--- src/common/usbAudioPkg.sv ---
`default_nettype none

package usbAudioPkg;

   // ------------------------------
   // Control requests
   // ------------------------------
   typedef enum logic [7:0] {
      SET_CUR           = 8'h01,   // Audio class
      SET_ADDRESS       = 8'h05,
      GET_DESCRIPTOR    = 8'h06,   // Always stalled here
      SET_CONFIGURATION = 8'h09,
      SET_INTERFACE     = 8'h0B,
      GET_CUR           = 8'h81,   // Audio class
      GET_MIN           = 8'h82,
      GET_MAX           = 8'h83,
      GET_RES           = 8'h84
   } requestCodeT;

   typedef enum logic [3:0] {
      idle,
      getRequest, getValueLow, getValueHigh,   // One state per SETUP byte
      getIndexLow, getIndexHigh,
      getLengthLow, getLengthHigh,
      getEoP,
      setAddress, setConfiguration, setInterface,
      setControl, getControl, sendControl
   } controlStateT;

   // Feature unit addressing
   localparam logic [7:0]  MUTE_CONTROL        = 8'h01;
   localparam logic [7:0]  VOLUME_CONTROL      = 8'h02;
   localparam logic [15:0] FEATURE_UNIT_TARGET = 16'h0002;   // Unit 0, interface 2
   localparam logic [15:0] STREAM_INTERFACE    = 16'd1;

   // Volume in 1/256 dB steps
   localparam logic [15:0] VOLUME_RESET = 16'h1400;   // 20 dB
   localparam logic [15:0] VOLUME_MIN   = 16'h0000;
   localparam logic [15:0] VOLUME_MAX   = 16'h7FFF;
   localparam logic [15:0] VOLUME_RES   = 16'h0001;

   // ------------------------------
   // Streaming path
   // ------------------------------
   localparam int FIFO_ADDR_BITS = 10;
   localparam logic [FIFO_ADDR_BITS-1:0] FIFO_PREFILL = 10'd384;   // 2 ms of stereo
   localparam logic [31:0] SAMPLE_INCREMENT = 32'h0041_8937;      // 1000 clocks per sample
   localparam logic [9:0]  PWM_MIDPOINT     = 10'd500;
   localparam logic [3:0]  AUDIO_ENDPOINT   = 4'd1;

endpackage

`default_nettype wire

--- src/control/featureUnitRegs.sv ---
`default_nettype none

module featureUnitRegs (
   input  wire         USB_Clk,
   input  wire         softReset,
   input  wire         writeMute,
   input  wire         writeVolumeLeft,
   input  wire         writeVolumeRight,
   input  wire         writeAltSetting,
   input  wire  [15:0] writeValue,
   input  wire usbAudioPkg::requestCodeT requestCode,
   input  wire  [7:0]  controlSelect,
   input  wire  [7:0]  channelSelect,
   input  wire  [15:0] target,
   output logic        mute,
   output logic        altSetting,
   output logic [15:0] getValue,
   output logic        getValid
);
   import usbAudioPkg::*;

   logic [15:0] volumeLeft;    // Two's complement, 1/256 dB
   logic [15:0] volumeRight;

   always_ff @(posedge USB_Clk) begin
      if (softReset) begin
         mute        <= 1'b0;
         altSetting  <= 1'b0;   // Zero bandwidth, no sound
         volumeLeft  <= VOLUME_RESET;
         volumeRight <= VOLUME_RESET;
      end else begin
         if (writeMute)        mute        <= writeValue[8];   // Single byte lands high
         if (writeVolumeLeft)  volumeLeft  <= writeValue;
         if (writeVolumeRight) volumeRight <= writeValue;
         if (writeAltSetting)  altSetting  <= writeValue[0];
      end
   end

   // GET value lookup
   always_comb begin
      getValue = 16'h0000;
      getValid = 1'b0;
      if (target == FEATURE_UNIT_TARGET) begin
         if ((controlSelect == MUTE_CONTROL) && (channelSelect == 8'd0)
             && (requestCode == GET_CUR)) begin
            getValue = {15'd0, mute};
            getValid = 1'b1;
         end else if ((controlSelect == VOLUME_CONTROL)
                      && ((channelSelect == 8'd1) || (channelSelect == 8'd2))) begin
            getValid = 1'b1;
            case (requestCode)
               GET_CUR: getValue = (channelSelect == 8'd1) ? volumeLeft : volumeRight;
               GET_MIN: getValue = VOLUME_MIN;
               GET_MAX: getValue = VOLUME_MAX;
               GET_RES: getValue = VOLUME_RES;
               default: getValid = 1'b0;
            endcase
         end
      end
   end

endmodule

`default_nettype wire

--- config.mk ---
export PLATFORM = sky130hd
export DESIGN_NAME = featureUnitRegs
export DESIGN_NICKNAME = d
export VERILOG_FILES = /design/src/common/usbAudioPkg.sv /design/src/control/featureUnitRegs.sv
export SDC_FILE = /design/constraint.sdc
export NUM_CORES = 1
export LEC_CHECK = 0
export ABC_AREA = 1
export BUFFER_PORTS_ARGS = -buffer_cell sky130_fd_sc_hd__buf_2
export CAP_MARGIN = 20
export CORE_MARGIN = 3
export CORE_UTILIZATION = 34
export DETAILED_ROUTE_END_ITERATION = 8
export PLACE_DENSITY_LB_ADDON = 0.25
export RECOVER_POWER = 25
export SETUP_SLACK_MARGIN = 0.5
export SYNTH_ARGS = -nofsm -noshare
export SYNTH_HDL_FRONTEND = slang
export SYNTH_SLANG_ARGS = --single-unit
--- constraint.sdc ---
create_clock -name USB_Clk -period 1 [get_ports USB_Clk]
set_input_delay 0.1 -clock USB_Clk [delete_from_list [all_inputs] [get_ports USB_Clk]]
set_output_delay 0.1 -clock USB_Clk [all_outputs]
set_load 0.005 [all_outputs]
==> summary.md, run 1 <==
| Metric | Value |
|---|---|
| Most common cell after layout, fill and taps aside | `buf_2` |
| CTS Root Cell | `clkbuf_8` |
| Reg-to-Reg End | `volumeLeft[0]$_SDFFE_PP0P_` |
| Critical-path cell list | `buf_2, nor4b_4, nand2_1, nor2_4, nand2_4, clkbuf_16, a21oi_2, buf_2` |
| Detailed Route Iter0 Violations | `87` |
| Fmax | `749 MHz` |
| Sequential area share after synthesis | `35.9%` |
| Register-to-Register Path Depth | `3` |
| Period utilization | `134%` |
| Req. time, crit path | `900 ps` |
| Status | `finished, violations left` |
| Pin count of the biggest net entering global routing | `33` |
| Reg2reg setup slack | `280 ps` |
| Most used cell, CP | `buf_2` |
| Power, Total | `3.21 mW` |
| CTS tree | `built` |
| Hold Path Class | `primary input to register` |
| Initial antenna violation count | `0` |
| CP arrival | `1240 ps` |
| Crit-path max cell delay | `260 ps` |
| Gr usage total | `16.1%` |
| GRT overflow | `0` |
| Routed WL | `5840 um` |
| # DRC | `0` |
| Placed instance area | `2660 um^2` |
| Final Max Tran Viols | `0` |
| Non-filler cells, final | `441` |
| CTS Buf Count | `5` |
| Starting density of the core | `36.2%` |
| DR vias | `2136` |
| Failing checks | `negative setup slack` |
| Layout cells sized above 1 | `67.9%` |
| Avg Inst Size Synth | `7.11 um^2` |
| Pre-CTS setup slack | `-343 ps` |
| Gpl congestion | `0.738` |
| FP Rows | `26` |
| Area Overhead vs Synth | `71.6%` |
| Die area | `6510 um^2` |
| CP max-delay cell | `nor4b_4` |
| PortBufs | `80` |
| Reg clk slew, reported paths | `70 ps` |
| Slew @ Worst Pin | `379 ps` |
| Synth Cell Area | `1900 um^2` |
| H-tree levels | `2` |
| CP Class | `primary input to primary output` |
| Crit path max-delay family | `simple AND/OR/NAND/NOR gates` |
| Clk buf depth | `2` |
| Die height | `80.7 um` |
| DR WL/cell | `13.2 um` |
| RSZ-0062 raised after global routing | `yes` |
| Vias per cell | `4.84` |
| Synth Instances | `267` |
| Antenna diodes | `0` |
| CP endpoint kind | `primary output` |
| Maximum VDD drop | `730 uV` |
| Synthesized net count | `329` |
| Worst Path Buf+Inv | `3` |
| Hold Crit Depth | `2` |
| Hold_sp | `writeAltSetting` |
| Fin. Hold Viols | `0` |
| Ports | `81` |
| Critical R2R Launch | `volumeLeft[0]$_SDFFE_PP0P_` |
| Final Skew | `0 ps` |
| Most frequent cells in the layout | `buf_2, nor2_1, dfxtp_2` |
| Fin Hold WS | `2.00 ps` |
| Power density over cell area | `985 nW/um^2` |
| Startpoint Class | `primary input` |
| Final setup vio count | `17` |
| First-pass GRT wire length | `8360 um` |
| Hpwl dp | `3710 um` |
| Number of max-cap violations | `0` |
| Worst skew pair latency | `280 ps` |
| Syn. warnings | `0` |
| Chip width | `80.7 um` |
| Yosys reg bits | `34` |
| NumNets Final | `432` |
| Hold endpoint | `altSetting$_SDFFE_PP0P_` |
| Core Region | `5240 um^2` |
| Leakage | `1.46 nW` |
| Dpl cells | `422` |
| Final core occ | `62.2%` |
| Min cycle time layout | `1340 ps` |
| Slew margin rel. | `74.5%` |
| CP Max Fanout | `7` |
| Finished Cell Area | `3260 um^2` |
| Clock Sinks | `34` |
| Sum Neg Setup Slack | `-5140 ps` |
| Synth cell types | `24` |
| DRT antenna net count | `0` |
| Worst setup margin | `-335 ps` |
| Vias in the first global route | `1937` |
| DR pass1 iterations | `4` |
-- synthesized netlist by cell type, drive strengths merged --
master | instances | area share, %
nand3 | 10 | 3.4
a31oi | 1 | 0.33
nor4 | 3 | 0.99
buf | 7 | 2.8
nand4 | 1 | 0.33
nand2 | 39 | 8.1
inv | 37 | 7.3
o211ai | 14 | 7.9
o21ai | 32 | 8.4
clkbuf | 8 | 1.6
nor2 | 41 | 10
nand3b | 2 | 0.79
dfxtp | 34 | 36
nor3 | 2 | 0.53
nor4b | 1 | 0.46
a21oi | 35 | 11
-- layout make-up --
class                           instances  area (um^2)
Timing Repair Buffer                  111          912
Fill cell                             463         1980
Inverter                               37          171
Tap cell                               70         87.6
Multi-Input combinational cell        181         1280
Sequential cell                        34          716
Clock inverter                          1         5.00
Clock buffer                            7         86.3
-- how the worst max path moves through the flow --
| stage | from | end | slack, ps | depth (start not counted) |
|---|---|---|---|---|
| 5_1_grt | target[12] | getValue[10] | -390 | 8 |
| 6_report | target[0] | getValue[10] | -340 | 8 |
| 3_5_place_dp | target[5] | getValue[3] | -340 | 8 |
| 3_3_place_gp | requestCode[3] | getValue[2] | -320 | 8 |
| 4_1_cts | channelSelect[6] | getValue[1] | -300 | 9 |
| 2_1_floorplan | target[0] | getValue[10] | -20 | 6 |
-- report_power, final --
part / total, mW / internal (mW) / switching, mW / leakage (nW)
combinational: 0.642 / 0.313 / 0.329 / 1.13
clock: 1.05 / 0.555 / 0.491 / 0.0482
sequential: 1.52 / 1.47 / 0.0536 / 0.289
-- registers in the layout, summed over array words and instances, names as in the netlist --
register / cells
mute: 1
altSetting: 1
volumeRight: 16
volumeLeft: 16
-- cell families (layout without fill, tap and decap cells) --
| group | after synthesis | after routing | synth area share (%) |
|---|---|---|---|
| simple gates | 99 | 99 | 24.7 |
| flops | 34 | 34 | 35.9 |
| buf+inv | 52 | 156 | 11.7 |
| compound gates | 82 | 82 | 27.7 |
-- layer usage --
metal | global-route usage, % | share of wire (%) | wire (um)
met1 | 19.6 | 42 | 2460
met2 | 28.1 | 52 | 3060
met3 | 3.81 | 4.1 | 240
met4 | 4.56 | 1.4 | 80
met5 | 0 | 0 | 0
-- worst reg2reg max path: cells and delay by family (launching register included) --
family / cells / cell delay [ps]
AO/OA/AOI/OAI: 2 / 170
buffers and inverters: 1 / 130
flip-flops: 1 / 320
-- timing repair --
action                                 in CTS  in global routing
endpoints found under the hold margin       2                  0
gates resized for setup                    39                 81
pin swaps                                  29                 31
cloned                                      1                  4
setup endpoints to repair                  53                 53
buffers inserted                            2                  4
Note: power is estimated with default switching activity, not from simulation.
==> inputs of run 2 (changes only) <==
--- a/config.mk
+++ b/config.mk
@@ -6,7 +6,7 @@
 export NUM_CORES = 1
 export LEC_CHECK = 0
 export ABC_AREA = 1
-export BUFFER_PORTS_ARGS = -buffer_cell sky130_fd_sc_hd__buf_2
+export BUFFER_PORTS_ARGS = -buffer_cell sky130_fd_sc_hd__buf_4
 export CAP_MARGIN = 20
 export CORE_MARGIN = 3
 export CORE_UTILIZATION = 34
==> run 2 against run 1 <==
  * The flow finishes with violations (negative hold slack, negative setup slack)
  * Core utilization rose by 1.2 points
  * Global-route usage rose by 1.7 points
  * Sequential power barely moved
  * Die area did not move
  * Maximum frequency rose by 1.1%
  * Non-clock buffer count fell by 6
  * Clock power rose by 24%
  * Critical path depth rose by 2
  * Clock skew did not move
  * Sequential share of layout area fell by 0.47 points
  * Power rose by 9.6%
  * Combinational power rose by 8.1%
  * Highest routed layer unchanged
==> summary.md, run 2 (synthesis gave the netlist of run 1 again) <==
| Metric | Value |
|---|---|
| Status | `finished, violations left` |
| Failing checks | `negative hold slack, negative setup slack` |
| Layout cells sized above 1 | `67.6%` |
| Dpl cells | `420` |
| Leakage | `1.44 nW` |
| Initial antenna violation count | `0` |
| Worst skew pair latency | `280 ps` |
| Ports | `81` |
| Fin Hold WS | `-7.00 ps` |
| CP Class | `primary input to primary output` |
| Startpoint Class | `primary input` |
| Vias per cell | `4.87` |
| NumNets Final | `426` |
| Maximum VDD drop | `620 uV` |
| Final core occ | `63.4%` |
| Most common cell after layout, fill and taps aside | `buf_4` |
| Largest registers | `volumeLeft: 16 flops, volumeRight: 16 flops` |
| Placed instance area | `2830 um^2` |
| Power density over cell area | `1060 nW/um^2` |
| Area of the multi-input gates | `1270 um^2` |
| Reg2reg setup slack | `300 ps` |
| Final Skew | `0 ps` |
| Critical-path cell list | `buf_6, inv_12, nand2_4, nor2_4, nand2_4, clkbuf_16, nand2_2, o211ai_2, a21oi_2, buf_4` |
| FP Rows | `26` |
| Power, Total | `3.52 mW` |
| Detailed Route Iter0 Violations | `56` |
| Gpl congestion | `0.734` |
| Fin. Hold Viols | `2` |
| Vias in the first global route | `2055` |
| Period utilization | `132%` |
| DR WL/cell | `13.8 um` |
| Final setup vio count | `17` |
| CP Max Fanout | `14` |
| Die area | `6510 um^2` |
| Most used cell, CP | `nand2_4` |
| Hold Path Class | `primary input to register` |
| Number of max-cap violations | `0` |
| Hpwl dp | `3900 um` |
| Gr usage total | `17.7%` |
| Finished Cell Area | `3320 um^2` |
| CTS Buf Count | `5` |
| Slew margin rel. | `77.2%` |
| CTS Root Cell | `clkbuf_8` |
| Antenna diodes | `0` |
| Final Max Tran Viols | `0` |
| Crit path max-delay family | `buffers and inverters` |
| Fmax | `758 MHz` |
| Pin count of the biggest net entering global routing | `30` |
| Crit-path max cell delay | `200 ps` |
| Chip width | `80.7 um` |
| DR vias | `2115` |
| Register Area | `714 um^2` |
| Die height | `80.7 um` |
| Slew @ Worst Pin | `342 ps` |
| # DRC | `0` |
| PortBufs | `80` |
| Non-filler cells, final | `434` |
| Reg clk slew, reported paths | `70 ps` |
| CP max-delay cell | `clkbuf_16` |
| Clock Sinks | `34` |
| Worst Path Buf+Inv | `4` |
| GRT overflow | `0` |
| Routed WL | `5990 um` |
| First-pass GRT wire length | `9070 um` |
| CP arrival | `1220 ps` |
| RSZ-0062 raised after global routing | `yes` |
| CTS tree | `built` |
| Most frequent cells in the layout | `buf_4, nor2_1, a21oi_2` |
| Fill cell count | `467` |
| Clk buf depth | `2` |
| H-tree levels | `2` |
| DRT antenna net count | `0` |
| DR pass1 iterations | `4` |
| Area Overhead vs Synth | `75.0%` |
| Min cycle time layout | `1320 ps` |
| CP endpoint kind | `primary output` |
| Starting density of the core | `36.2%` |
| Core Region | `5240 um^2` |
| Req. time, crit path | `900 ps` |
| Worst setup margin | `-320 ps` |
## run 2: cell types whose count changed in the layout (fill, tap and decap cells not counted), moves of 2 or more
| cell | previous run | this run |
|---|---|---|
| inv_2 | 18 | 16 |
| nor4_4 | 3 | 1 |
| nand3_4 | 1 | 3 |
| buf_4 | 17 | 82 |
| buf_12 | 7 | 5 |
| buf_2 | 65 | 0 |
| o21ai_1 | 20 | 16 |
| nand3_1 | 5 | 7 |
| o21ai_2 | 10 | 14 |
| nand3_2 | 4 | 0 |
| nor4_2 | 0 | 2 |
## run 2: per-layer routing
layer / global-route usage [%] / wire, um / part of all wire [%] / up-vias
met2: 33.9 / 3310 / 55 / 64
met5: 0 / 0 / 0 / -
li1: - / - / - / 1081
met1: 19.5 / 2290 / 38 / 966
met4: 4.56 / 34 / 0.57 / 0
met3: 4.15 / 358 / 6.0 / 4
## run 2: final cells by class
| class | count | area share, % |
|---|---|---|
| timing repair buffer | 105 | 28.9 |
| sequential | 34 | 21.5 |
| clock buffer | 6 | 2.49 |
| tap | 70 | 2.64 |
| inverter | 37 | 5.24 |
| clock inverter | 1 | 0.904 |
| multi-input combinational | 181 | 38.3 |
## run 2: stage by stage
stage               setup slack (ps)  setup TNS [ps]  hold WS (ps)
finish                          -320           -4720         -7.00
global route                    -393           -5990         -1.91
CTS                             -280           -4330         -15.7
detailed placement              -338           -4940           289
global placement                -327           -4770           281
floorplan                      -18.2            -182           187
## run 2: timing repair
item,4_1_cts,5_1_grt
setup endpoints to repair,53,53
gates resized for setup,68,43
endpoints found under the hold margin,2,1
cloned,0,3
buffers inserted,2,2
pin swaps,26,5
## run 2: path summary, 6_finish.rpt
| check | to | cells past startpoint | from |
|---|---|---|---|
| worst max-delay path | getValue[6] | 10 | channelSelect[6] |
| worst min-delay path | mute$_SDFFE_PP0P_ | 2 | writeMute |
| worst max register to register | volumeLeft[0]$_SDFFE_PP0P_ | 3 | volumeLeft[0]$_SDFFE_PP0P_ |
| worst min register to register | volumeRight[7]$_SDFFE_PP0P_ | 2 | volumeRight[7]$_SDFFE_PP0P_ |
## run 2: worst reg2reg max path, stage by stage (launching register included)
cell     delay [ps]
dfxtp_2         330
buf_6           110
o21ai_2         110
a21oi_2          40
## run 2: report_power, final
part	leakage (nW)	switching, mW	internal (mW)
combinational	1.10	0.329	0.366
sequential	0.288	0.0601	1.47
clock	0.0573	0.500	0.797
total	1.44	0.889	2.63
==> inputs of run 3 (changes only) <==
--- a/config.mk
+++ b/config.mk
@@ -10,6 +10,7 @@
 export CAP_MARGIN = 20
 export CORE_MARGIN = 3
 export CORE_UTILIZATION = 34
+export CTS_BUF_LIST = sky130_fd_sc_hd__clkbuf_16
 export DETAILED_ROUTE_END_ITERATION = 8
 export PLACE_DENSITY_LB_ADDON = 0.25
 export RECOVER_POWER = 25
==> run 3 against run 2 <==
  * The flow finishes with violations (negative setup slack)
  * Die area is the same
  * Non-clock buffer count is 3 higher
  * Wire length increased by 1.1%
  * Count of clock-buffer cells in the layout is 1 lower
  * Clock skew stayed put
  * Cell area is 3.0% higher
  * Sequential share of layout area shrank 0.51 points
  * Final cell count is 0.69% higher
  * Combinational power is essentially flat
  * Via count up 0.80%
  * Largest power group is now the clock network
==> summary.md, run 3 (synthesis gave the netlist of run 1 again) <==
| Metric | Value |
|---|---|
| Initial antenna violation count | `0` |
| Critical-path cell list | `buf_4, nor4b_4, nand2_1, nor2_4, nand2_4, buf_12, a21oi_2, buf_4` |
| Hold Crit Depth | `2` |
| GRT overflow | `0` |
| Area Overhead vs Synth | `80.2%` |
| CTS Root Cell | `clkbuf_16` |
| Ports | `81` |
| Fill cell count | `458` |
| Routed WL | `6050 um` |
| Period utilization | `134%` |
| Leakage | `1.48 nW` |
| Slew margin rel. | `77.4%` |
| Slew @ Worst Pin | `337 ps` |
| Starting density of the core | `36.2%` |
| Most used cell, CP | `buf_4` |
| CP max-delay cell | `nor4b_4` |
| CP Class | `primary input to primary output` |
| Reg2reg setup slack | `380 ps` |
| # DRC | `0` |
| Antenna diodes | `0` |
| Crit-path max cell delay | `250 ps` |
| M1 GR Usage | `21.1%` |
| Largest registers | `volumeLeft: 16 flops, volumeRight: 16 flops` |
| CP Max Fanout | `8` |
| Layout cells sized above 1 | `66.5%` |
| Core Region | `5240 um^2` |
| Power, Total | `3.93 mW` |
| CTS tree | `built` |
| GR peak layer | `met2` |
| Most common cell after layout, fill and taps aside | `buf_4` |
| FP Rows | `26` |
| RSZ-0062 raised after global routing | `yes` |
| Gpl congestion | `0.734` |
| Detailed Route Iter0 Violations | `110` |
| DR pass1 iterations | `4` |
| Chip width | `80.7 um` |
| Worst skew pair latency | `270 ps` |
| Power density over cell area | `1150 nW/um^2` |
| PortBufs | `80` |
| Fmax | `747 MHz` |
| Clk buf depth | `2` |
| CP arrival | `1240 ps` |
| Maximum VDD drop | `746 uV` |
| Reg clk slew, reported paths | `50 ps` |
| H-tree levels | `2` |
| Met2 usage | `35.4%` |
| Final setup vio count | `17` |
| Startpoint Class | `primary input` |
| Number of max-cap violations | `0` |
| Register-to-Register Path Depth | `2` |
| First-pass GRT wire length | `9490 um` |
| Min cycle time layout | `1340 ps` |
| Hpwl dp | `3900 um` |
| CTS Buf Count | `5` |
| Sum Neg Setup Slack | `-5210 ps` |
| DRT antenna net count | `0` |
| Failing checks | `negative setup slack` |
| Die height | `80.7 um` |
| Vias in the first global route | `2112` |
| DR WL/cell | `13.8 um` |
| NumNets Final | `429` |
| Gr usage total | `18.7%` |
| Met3 Resource Use GR | `4.04%` |
| DR vias | `2132` |
| Final Max Tran Viols | `0` |
| Fin. Hold Viols | `0` |
| Status | `finished, violations left` |
| Most frequent cells in the layout | `buf_4, nor2_1, nand2_1` |
| Pin count of the biggest net entering global routing | `30` |
| Worst setup margin | `-338 ps` |
| Vias per cell | `4.88` |
| Clock Sinks | `34` |
| Die area | `6510 um^2` |
| Req. time, crit path | `900 ps` |
| Final Skew | `0 ps` |
| Hold Path Class | `primary input to register` |
| CP endpoint kind | `primary output` |
==> run 3: changes by cell type in the layout (fill, tap and decap cells not counted), moves of 2 or more <==
cell / previous run / this run
clkbuf_16: 3 / 6
nand3_1: 7 / 5
clkbuf_8: 6 / 0
nand3_2: 0 / 3
nand2_4: 5 / 3
buf_4: 82 / 75
nand2_2: 12 / 7
nand2_1: 22 / 29
buf_6: 15 / 26
==> run 3: final cells by class <==
| cell class | count | area, um^2 | area share, % |
|---|---|---|---|
| Clock buffer | 5 | 125 | 3.66 |
| Clock inverter | 2 | 33.8 | 0.988 |
| Inverter | 37 | 174 | 5.08 |
| Multi-Input combinational cell | 181 | 1270 | 37.2 |
| Sequential cell | 34 | 718 | 21.0 |
| Tap cell | 70 | 87.6 | 2.56 |
| Timing Repair Buffer | 108 | 1010 | 29.5 |
==> run 3: worst max-delay path, delay by kind of cell <==
kind / cells / cell delay (ps)
AOI/OAI and AO/OA: 1 / 110
and+or+nand+nor: 4 / 600
buffers and inverters: 3 / 420
==> run 3: what timing repair did <==
item,CTS,global route
hold endpoints to repair,1,0
buffers inserted,7,1
pin swaps,23,15
cloned,1,1
resized for setup,72,48
endpoints found under the setup margin,53,53
==> run 3: routing by layer <==
| metal | part of all wire, % | wire, um |
|---|---|---|
| met1 | 41 | 2460 |
| met2 | 54 | 3260 |
| met3 | 4.1 | 248 |
| met4 | 1.4 | 83 |
| met5 | 0 | 0 |
==> run 3: worst paths after layout <==
check | startpoint | end
worst max-delay path | target[3] | getValue[2]
worst min-delay path | writeAltSetting | altSetting$_SDFFE_PP0P_
worst max register to register | mute$_SDFFE_PP0P_ | mute$_SDFFE_PP0P_
worst min register to register | volumeRight[12]$_SDFFE_PP1P_ | volumeRight[12]$_SDFFE_PP1P_
==> run 3: report_power, final <==
part | switching (mW) | internal [mW] | leakage, nW
clock | 0.563 | 1.15 | 0.0773
sequential | 0.0590 | 1.47 | 0.290
combinational | 0.326 | 0.365 | 1.11
==> run 3: stage by stage <==
| step | util (%) | std cells | area, um^2 | hold WS, ps | setup slack, ps |
|---|---|---|---|---|---|
| floorplan | - | 267 | 2120 | 187 | -18.2 |
| global placement | 54.0 | 420 | 2830 | 281 | -327 |
| detailed placement | 54.0 | 420 | 2830 | 289 | -338 |
| CTS | 62.1 | 435 | 3250 | -1.47 | -326 |
| global route | 65.3 | 437 | 3420 | 11.2 | -402 |
| finish | 65.3 | 437 | 3420 | 4.62 | -338 |
